**config.mk**
```make
export PLATFORM = sky130hd
export DESIGN_NAME = xbus_apb_bridge
export DESIGN_NICKNAME = d
export VERILOG_FILES = /design/src/source/xbus_pkg.sv /design/src/source/apb_pkg.sv /design/src/source/apb_fsm.sv /design/src/source/apb_slave_mux.sv /design/src/source/xbus_apb_bridge.sv
export SDC_FILE = /design/constraint.sdc
export NUM_CORES = 1
export LEC_CHECK = 0
export BUFFER_PORTS_ARGS = -buffer_cell sky130_fd_sc_hd__buf_2
export CAP_MARGIN = 5
export CORE_ASPECT_RATIO = 1.1
export CORE_UTILIZATION = 41
export DETAILED_ROUTE_END_ITERATION = 12
export HOLD_SLACK_MARGIN = 0.05
export PLACE_DENSITY = 0.86
export SYNTH_ARGS = -nofsm -noshare
export SYNTH_HDL_FRONTEND = slang
export SYNTH_SLANG_ARGS = --single-unit
```
**constraint.sdc**
```tcl
create_clock -name clk -period 2 [get_ports clk]
set_input_delay 0.6 -clock clk [delete_from_list [all_inputs] [get_ports clk]]
set_output_delay 0.6 -clock clk [all_outputs]
set_load 0.05 [all_outputs]
```
**src/source/xbus_pkg.sv**
```systemverilog
package xbus_pkg;

  // ----------------------------------------
  // 8051 external data bus widths
  // ----------------------------------------

  // 24 bit xdata address space
  localparam int XADDR_W = 24;
  // byte wide data path
  localparam int XDATA_W = 8;

  typedef logic [XADDR_W-1:0] xaddr_t;
  typedef logic [XDATA_W-1:0] xdata_t;

  // ----------------------------------------
  // cpu command
  // ----------------------------------------

  // operation decoded from the two strobes
  typedef enum logic [1:0] {
    op_none,
    op_read,
    op_write
  } xbus_op_e;

  // one cpu transfer request, held by the cpu until ready
  typedef struct packed {
    // address, three bytes
    xaddr_t addr;
    // write data byte
    xdata_t wdata;
    // write strobe
    logic   xdatawr;
    // read strobe
    logic   xdatard;
  } xbus_cmd_t;

endpackage

```
**src/source/apb_pkg.sv**
```systemverilog
package apb_pkg;

  // ----------------------------------------
  // apb widths and slave count
  // ----------------------------------------

  localparam int PADDR_W    = 32;
  // apb data follows the byte wide cpu bus
  localparam int PDATA_W    = 8;
  localparam int NUM_SLAVES = 4;

  // one bit per slave
  typedef logic [NUM_SLAVES-1:0] slave_vec_t;

  // ----------------------------------------
  // address map
  // ----------------------------------------

  // upper address byte (bits 23..16) per slave
  // slave i owns one 64 KB region
  localparam logic [NUM_SLAVES-1:0][7:0] SLAVE_BASE = {
    8'h05,
    8'h04,
    8'h03,
    8'h02
  };

  // data access, non-secure, privileged
  localparam logic [2:0] APB_PPROT = 3'b011;
  // single byte lane, always written
  localparam logic       APB_PSTRB = 1'b1;

  // ----------------------------------------
  // transfer state and bus structs
  // ----------------------------------------

  typedef enum logic [1:0] {
    st_idle,
    st_setup,
    st_access
  } apb_state_e;

  // request shared by all slaves
  typedef struct packed {
    logic [PADDR_W-1:0] paddr;
    logic               pwrite;
    logic [PDATA_W-1:0] pwdata;
    logic               penable;
  } apb_req_t;

  // response of a single slave
  typedef struct packed {
    logic               pready;
    logic               pslverr;
    logic [PDATA_W-1:0] prdata;
  } apb_rsp_t;

  typedef apb_rsp_t [NUM_SLAVES-1:0] apb_rsp_vec_t;

endpackage

```
**src/source/apb_fsm.sv**
```systemverilog
`timescale 1ns/1ps

module apb_fsm
  import xbus_pkg::*;
  import apb_pkg::*;
(
  input  logic      clk,
  input  logic      resetn,
  input  xbus_cmd_t cmd,
  input  logic      hit,
  input  apb_rsp_t  sel_rsp,
  input  logic      slverr_clr,
  output apb_req_t  apb_req,
  output logic      load_sel,
  output logic      clear_sel,
  output logic      ready,
  output logic      slverr
);

  apb_state_e state;
  apb_state_e state_nxt;
  xbus_op_e   op;
  // setup with an empty select, ends without an apb access
  logic       unmapped;

  // ----------------------------------------
  // cpu command decode
  // ----------------------------------------

  // write wins if the cpu ever raises both strobes
  always_comb begin
    if (cmd.xdatawr) begin
      op = op_write;
    end else if (cmd.xdatard) begin
      op = op_read;
    end else begin
      op = op_none;
    end
  end

  // accept in idle, select is registered by the mux on the same edge
  assign load_sel  = (state == st_idle) && (op != op_none);
  // last access cycle
  assign clear_sel = (state == st_access) && sel_rsp.pready;
  assign unmapped  = (state == st_setup) && !hit;

  // ----------------------------------------
  // transfer state machine
  // ----------------------------------------

  always_comb begin
    state_nxt = state;
    case (state)
      st_idle: begin
        if (load_sel) begin
          state_nxt = st_setup;
        end
      end
      st_setup: begin
        // no slave behind the address, finish here
        state_nxt = hit ? st_access : st_idle;
      end
      st_access: begin
        // wait states stretch access until pready
        if (sel_rsp.pready) begin
          state_nxt = st_idle;
        end
      end
      default: begin
        state_nxt = st_idle;
      end
    endcase
  end

  always_ff @(posedge clk or negedge resetn) begin
    if (!resetn) begin
      state <= st_idle;
    end else begin
      state <= state_nxt;
    end
  end

  // ----------------------------------------
  // apb request register
  // ----------------------------------------

  always_ff @(posedge clk or negedge resetn) begin
    if (!resetn) begin
      apb_req <= '0;
    end else begin
      // address, data and direction held from setup through access
      if (load_sel) begin
        apb_req.paddr  <= {{(PADDR_W-XADDR_W){1'b0}}, cmd.addr};
        apb_req.pwrite <= (op == op_write);
        apb_req.pwdata <= cmd.wdata;
      end
      // penable only rises towards a real slave
      if (state == st_setup) begin
        apb_req.penable <= hit;
      end else if (clear_sel) begin
        apb_req.penable <= 1'b0;
      end
    end
  end

  // ----------------------------------------
  // cpu ready
  // ----------------------------------------

  always_comb begin
    case (state)
      st_idle:   ready = (op == op_none);
      st_setup:  ready = !hit;
      st_access: ready = sel_rsp.pready;
      default:   ready = 1'b0;
    endcase
  end

  // sticky error, clear input has priority
  always_ff @(posedge clk or negedge resetn) begin
    if (!resetn) begin
      slverr <= 1'b0;
    end else if (slverr_clr) begin
      slverr <= 1'b0;
    end else if (unmapped) begin
      slverr <= 1'b1;
    end else if (clear_sel && sel_rsp.pslverr) begin
      slverr <= 1'b1;
    end
  end

endmodule

```
**src/source/apb_slave_mux.sv**
```systemverilog
`timescale 1ns/1ps

module apb_slave_mux
  import xbus_pkg::*;
  import apb_pkg::*;
(
  input  logic         clk,
  input  logic         resetn,
  input  xaddr_t       addr,
  input  logic         load_sel,
  input  logic         clear_sel,
  input  apb_rsp_vec_t rsp,
  output slave_vec_t   psel,
  output logic         hit,
  output apb_rsp_t     sel_rsp,
  output xdata_t       rdata
);

  // select decoded straight from the cpu address
  slave_vec_t dec_sel;

  // ----------------------------------------
  // address decode
  // ----------------------------------------

  // compare upper byte against each region
  always_comb begin
    for (int i = 0; i < NUM_SLAVES; i++) begin
      dec_sel[i] = (addr[XADDR_W-1 -: 8] == SLAVE_BASE[i]);
    end
  end

  // one-hot select, loaded on accept, dropped after the last access cycle
  always_ff @(posedge clk or negedge resetn) begin
    if (!resetn) begin
      psel <= '0;
    end else if (load_sel) begin
      psel <= dec_sel;
    end else if (clear_sel) begin
      psel <= '0;
    end
  end

  // empty select means unmapped
  assign hit = |psel;

  // ----------------------------------------
  // response mux
  // ----------------------------------------

  // and-or mux, all zero when nothing selected
  always_comb begin
    sel_rsp = '0;
    for (int i = 0; i < NUM_SLAVES; i++) begin
      sel_rsp = sel_rsp | (rsp[i] & {$bits(apb_rsp_t){psel[i]}});
    end
  end

  // read data only while the slave completes
  assign rdata = sel_rsp.pready ? sel_rsp.prdata : '0;

endmodule

```
**src/source/xbus_apb_bridge.sv**
```systemverilog
`timescale 1ns/1ps

module xbus_apb_bridge
  import xbus_pkg::*;
  import apb_pkg::*;
(
  input  logic         clk,
  input  logic         resetn,
  // cpu side
  input  xbus_cmd_t    cmd,
  output logic         ready,
  output xdata_t       rdata,
  // apb side
  output apb_req_t     apb_req,
  output slave_vec_t   psel,
  output logic [2:0]   pprot,
  output logic         pstrb,
  input  apb_rsp_vec_t rsp,
  // error interrupt
  input  logic         slverr_clr,
  output logic         slverr
);

  logic     load_sel;
  logic     clear_sel;
  logic     hit;
  apb_rsp_t sel_rsp;

  // fixed attributes on every transfer
  assign pprot = APB_PPROT;
  assign pstrb = APB_PSTRB;

  // sequencing, request and cpu handshake
  apb_fsm u_fsm (
    .clk        (clk),
    .resetn     (resetn),
    .cmd        (cmd),
    .hit        (hit),
    .sel_rsp    (sel_rsp),
    .slverr_clr (slverr_clr),
    .apb_req    (apb_req),
    .load_sel   (load_sel),
    .clear_sel  (clear_sel),
    .ready      (ready),
    .slverr     (slverr)
  );

  // decode and response select
  apb_slave_mux u_mux (
    .clk       (clk),
    .resetn    (resetn),
    .addr      (cmd.addr),
    .load_sel  (load_sel),
    .clear_sel (clear_sel),
    .rsp       (rsp),
    .psel      (psel),
    .hit       (hit),
    .sel_rsp   (sel_rsp),
    .rdata     (rdata)
  );

endmodule

```
==> results_dict.tcl, run 1 <==
set metrics [dict create \
    nNetsFinal 367 \
    final_area_um2 2940 \
    p_per_area_nw_per_um2 1040 \
    setup_violations 9 \
    route.met2.wl_um 2690 \
    ys_warn_count 0 \
    synthTopCellsByCount "dfrtp_1 (41), mux2_2 (32), a22oi_1 (20)" \
    placed_area_um2 2740 \
    hpwl_um 3900 \
    finalPower_mw 3.06 \
    gp_congestion 0.795 \
    clock_skew_ns 0.00460 \
    synthDistinctLibCells 24 \
    totalWireLength_um 5160 \
    maxSlewViolCount 0 \
    async_reset_ff_frac 1.00 \
    synth.area.top_cells "dfrtp_1 (54%), mux2_2 (19%), a22oi_1 (7.8%)" \
    rrSetupSlack_ns 0.51 \
    hp-class "primary input to asynchronous set/reset pin" \
    grt_pass1_vias 1660 \
    fin_ws_ns -0.214 \
    cts_max_level 2 \
    status "finished with violations" \
    rsz0062_at_grt "yes" \
    cts_setup_buffers 0 \
    syn_avg_cell_area_um2 12.4 \
    cts_buffers 5 \
    portBuffers 124 \
    met1_length_um 1910 \
    syn_to_final_growth_pct 53.5 \
    dp_cells 337 \
    wl_met3_um 478 \
    critPathKind "register to output port" \
    synth_area_um2 1920 \
    layout-drive-gt1-share 0.674 \
    track_usage 0.214 \
    cp_max_fo 4 \
    yosysMostFrequentCell "dfrtp_1" \
    grt_max_degree 42 \
    period_minus_slack_ns 2.21 \
    die_h_um 73.7 \
    grt_pass1_wl_um 7600 \
    place_worst_setup_slack_ns -0.227 \
    start_kind "register" \
    synthFlopType "dfrtp_1" \
    io_pins 137 \
    ys_ff_latch 41 \
    cap_violations 0 \
    cp.arrival_ns 1.61 \
    clock-sinks 41 \
    violations "setup timing" \
    critPathCaptureType "output port" \
    dieArea_um2 4950 \
    clk_latency_ns 0.29 \
    synth-edff-count 0 \
    vias 1740 \
    fin_crit_sh 1.11 \
    drt-wirelength-per-cell_um 15.0 \
    antenna_cells 0 \
    synth_top_area_share 0.535 \
    ys_seq_area_frac 0.535 \
    core-area_um2 4380 \
    vdd_ir_drop_max_v 0.000791 \
    antenna_found_initial 0 \
    p_leak_nw 1.42 \
    synth_cells 155 \
    dr.max_layer_used "met4" \
    drtIter0Drc 42 \
    drc 0 \
    yosysTopAreaCell "dfrtp_1" \
    start_util 0.438 \
    cts_tree "yes" \
    fp.dieW_um 67.2 \
    fin_cells 345 \
    cp.required_ns 1.40 \
    cts_buffer_depth 2 \
    cts-root-buf "clkbuf_8" \
    hold_viol 0 \
    dr.pass1.iters 4 \
    gr-total-overflow 0 \
    antenna_left 0 \
    rows 25 \
    via_per_inst 5.04 \
    setup_tns_ns -1.74 \
    fmax_mhz 452 \
    path_clk_slew_ns 0.07 \
]
kinds of logic (layout without fill, tap and decap cells):
group | after synthesis | count (layout) | synth area share
buffers and inverters | 23 | 149 | 0.0744
and+or+nand+nor | 19 | 19 | 0.0568
DFF | 41 | 41 | 0.535
other | 2 | 12 | 0.00392
AOI/OAI and AO/OA | 38 | 38 | 0.142
muxes | 32 | 32 | 0.188
final timing paths:
check	end	cells past startpoint	start
hold reg to reg	u_fsm.apb_req[9]$_DFFE_PN0P_	1	u_fsm.apb_req[9]$_DFFE_PN0P_
min in group clk	u_fsm.slverr$_DFFE_PN0P_	2	slverr_clr
hold / removal	u_fsm.apb_req[10]$_DFFE_PN0P_	2	resetn
setup / recovery	ready	4	u_mux.psel[1]$_DFFE_PN0P_
setup reg to reg	u_mux.psel[2]$_DFFE_PN0P_	5	u_mux.psel[1]$_DFFE_PN0P_
max in group asynchronous	u_mux.psel[1]$_DFFE_PN0P_	2	resetn
power breakdown:
group	internal, mW	leakage [nW]	switching, mW
Sequential	1.00	0.484	0.0935
Combinational	0.375	0.873	0.915
Clock	0.407	0.0585	0.269
per-stage QoR:
step	util	hold WS [ns]
3_3_place_gp	0.625	0.483
6_report	0.672	0.358
4_1_cts	0.672	0.368
5_1_grt	0.672	0.397
3_5_place_dp	0.625	0.482
2_1_floorplan	-	0.304
final cells by class:
cell class / instances / area, um^2
clock buffers: 7 / 86.3
well taps: 54 / 67.6
multi-input cells: 101 / 908
flip-flops and latches: 41 / 1030
clock inverters: 1 / 30.0
repair buffers: 138 / 807
inverters: 3 / 11.3
fillers: 331 / 1440
worst max-delay path: stages, from the launching register on:
cell,delay (ns)
dfrtp_2,0.45
a22oi_2,0.29
a21oi_2,0.12
a211o_2,0.32
buf_6,0.15
placed cells by master (no fill, tap or decap), types with 3 or more instances in the layout:
master and n:
buf_6 9, buf_4 12, dfrtp_1 37, nand2_1 5, buf_2 115, clkbuf_8 6, a22oi_1 18, a21oi_4 8
mux2_2 32, dfrtp_2 4, inv_1 3, conb_1 12, nor2_1 5
flip-flops by register name, indices dropped and copies added, names as in the netlist:
name and cells:
u_fsm.apb_req 34, u_mux.psel 4, u_fsm.state 2, u_fsm.slverr 1
timing repair:
action                                  4_1_cts  5_1_grt
endpoints found under the setup margin        9        9
hold buffers                                  0        0
resized for setup                            24        0
pin swaps                                     1        2
metal layers:
metal | global-route usage | up-vias
li1 | - | 813
met1 | 0.228 | 811
met2 | 0.388 | 108
met3 | 0.0575 | 8
met4 | 0.0946 | 0
met5 | 0 | -
Power figures use the tool's default switching activity.
==> run 2: changes to the inputs <==
==> constraint.sdc (replaced) <==
create_clock -name clk -period 2 [get_ports clk]
set_input_delay 0.1 -clock clk [delete_from_list [all_inputs] [get_ports clk]]
set_output_delay 0.1 -clock clk [all_outputs]
set_load 0.05 [all_outputs]
==> results_dict.tcl, run 2 (same netlist as run 1, synthesis figures left out) <==
set metrics [dict create \
    setup_violations 0 \
    drc 0 \
    cts_buffers 5 \
    hpwl_um 3500 \
    dp_cells 328 \
    reg_top3 "u_fsm.apb_req x34, u_mux.psel x4, u_fsm.state x2" \
    hold_viol 0 \
    clock-sinks 41 \
    fmax_mhz 560 \
    start_kind "register" \
    fin_crit_sh 0.893 \
    antenna_left 0 \
    n_fill_cell 341 \
    largest_register_ffs 34 \
    rsz0062_at_grt "no" \
    final_cell_mix "buf_2 (124), dfrtp_1 (41), mux2_2 (32)" \
    fin_cells 364 \
    dieArea_um2 4950 \
    via_per_inst 4.94 \
    rows 25 \
    slowest_stage "dfrtp_1" \
    grt_pass1_wl_um 8240 \
    cpLargestDelayFamily "simple AND/OR/NAND/NOR gates" \
    hold_buffers 29 \
    largest_register "u_fsm.apb_req" \
    core-area_um2 4380 \
    placed_area_um2 2560 \
    die_h_um 73.7 \
    cp.arrival_ns 1.69 \
    p_leak_nw 1.46 \
    portBuffers 124 \
    drtIter0Drc 55 \
    max-slew-margin-rel 0.378 \
    vias 1798 \
    cts_buffer_depth 2 \
    cp_max_fo 3 \
    dr.pass1.iters 4 \
    multi_input_area_um2 786 \
    nNetsFinal 387 \
    critPathCaptureType "output port" \
    cts_max_level 2 \
    antenna_found_initial 0 \
    drt-wirelength-per-cell_um 14.9 \
    status "completed" \
    start_util 0.438 \
    ff_latch_area_um2 1030 \
    tightestPinTransition_ns 0.934 \
    path_clk_slew_ns 0.08 \
    clock_skew_ns 0.00739 \
    layout-drive-gt1-share 0.545 \
    period_minus_slack_ns 1.79 \
    final_util 0.672 \
    maxSlewViolCount 0 \
    totalWireLength_um 5410 \
    cts-root-buf "clkbuf_8" \
    grt_max_degree 42 \
    cp_num_buf_inv 1 \
    syn_to_final_growth_pct 53.5 \
    io_pins 137 \
    grt_pass1_vias 1805 \
    cap_violations 0 \
    fp.dieW_um 67.2 \
    cts_setup_buffers 0 \
    cp.required_ns 1.90 \
    p_per_area_nw_per_um2 1000 \
    clk_latency_ns 0.29 \
    vdd_ir_drop_max_v 0.000654 \
    cts_tree "yes" \
    hp-class "primary input to register" \
    layout_commonest_cell "buf_2" \
    track_usage 0.225 \
    final_area_um2 2940 \
    setup_tns_ns 0 \
    antenna_cells 0 \
    path_cells "nor4_1, and3b_1, a211o_1, buf_2" \
    critPathKind "register to output port" \
    slowest_delay_ns 0.40 \
    cts_resized 0 \
    gp_congestion 0.722 \
    gr-total-overflow 0 \
]
## run 2: metal layers
metal  global-route usage  wire length (um)  vias to the layer above
met5                    0                 0                        -
met4               0.0851                90                        0
met3               0.0730               412                       10
met2                0.391              2820                       89
met1                0.251              2100                      846
li1                     -                 -                      853
## run 2: layout make-up
cell class                      count  area share
Clock buffer                        6      0.0281
Clock inverter                      1     0.00255
Inverter                            3     0.00383
Multi-Input combinational cell    101       0.267
Sequential cell                    41       0.349
Tap cell                           54      0.0230
Timing Repair Buffer              158       0.327
## run 2: worst register-to-register path, delay by kind of cell, from the launching register on
family           cells  cell delay (ns)
AO/OA/AOI/OAI        2             0.51
flip-flops           1             0.44
AND/OR/NAND/NOR      2             0.34
## run 2: report_power, final
| part | internal (mW) | leakage [nW] | switching (mW) |
|---|---|---|---|
| logic | 0.393 | 0.924 | 0.916 |
| registers | 1.00 | 0.491 | 0.0906 |
| clock network | 0.273 | 0.0433 | 0.275 |
| total | 1.67 | 1.46 | 1.28 |
## run 2: final timing paths
| check | end | cells after the start | start | slack (ns) |
|---|---|---|---|---|
| worst max-delay path | ready | 4 | u_mux.psel[0]$_DFFE_PN0P_ | 0.21 |
| worst min-delay path | u_fsm.apb_req[17]$_DFFE_PN0P_ | 2 | cmd[17] | 0.06 |
| worst max register to register | u_mux.psel[3]$_DFFE_PN0P_ | 4 | u_fsm.state[0]$_DFFE_PN0P_ | 0.59 |
| worst min register to register | u_fsm.apb_req[9]$_DFFE_PN0P_ | 1 | u_fsm.apb_req[9]$_DFFE_PN0P_ | 0.50 |
| min in group asynchronous | u_fsm.apb_req[7]$_DFFE_PN0P_ | 2 | resetn | 0.52 |
| max in group asynchronous | u_fsm.apb_req[21]$_DFFE_PN0P_ | 2 | resetn | 0.90 |
## run 2: through the flow
| step | setup slack [ns] | hold WS (ns) | total power, mW |
|---|---|---|---|
| 2_1_floorplan | -0.0617 | -0.196 | 2.06 |
| 3_3_place_gp | 0.579 | 0.255 | 2.34 |
| 3_5_place_dp | 0.549 | 0.261 | 2.36 |
| 4_1_cts | 0.217 | 0.0503 | 2.97 |
| 5_1_grt | 0.0749 | 0.0536 | 3.07 |
| 6_report | 0.214 | 0.0620 | 2.95 |
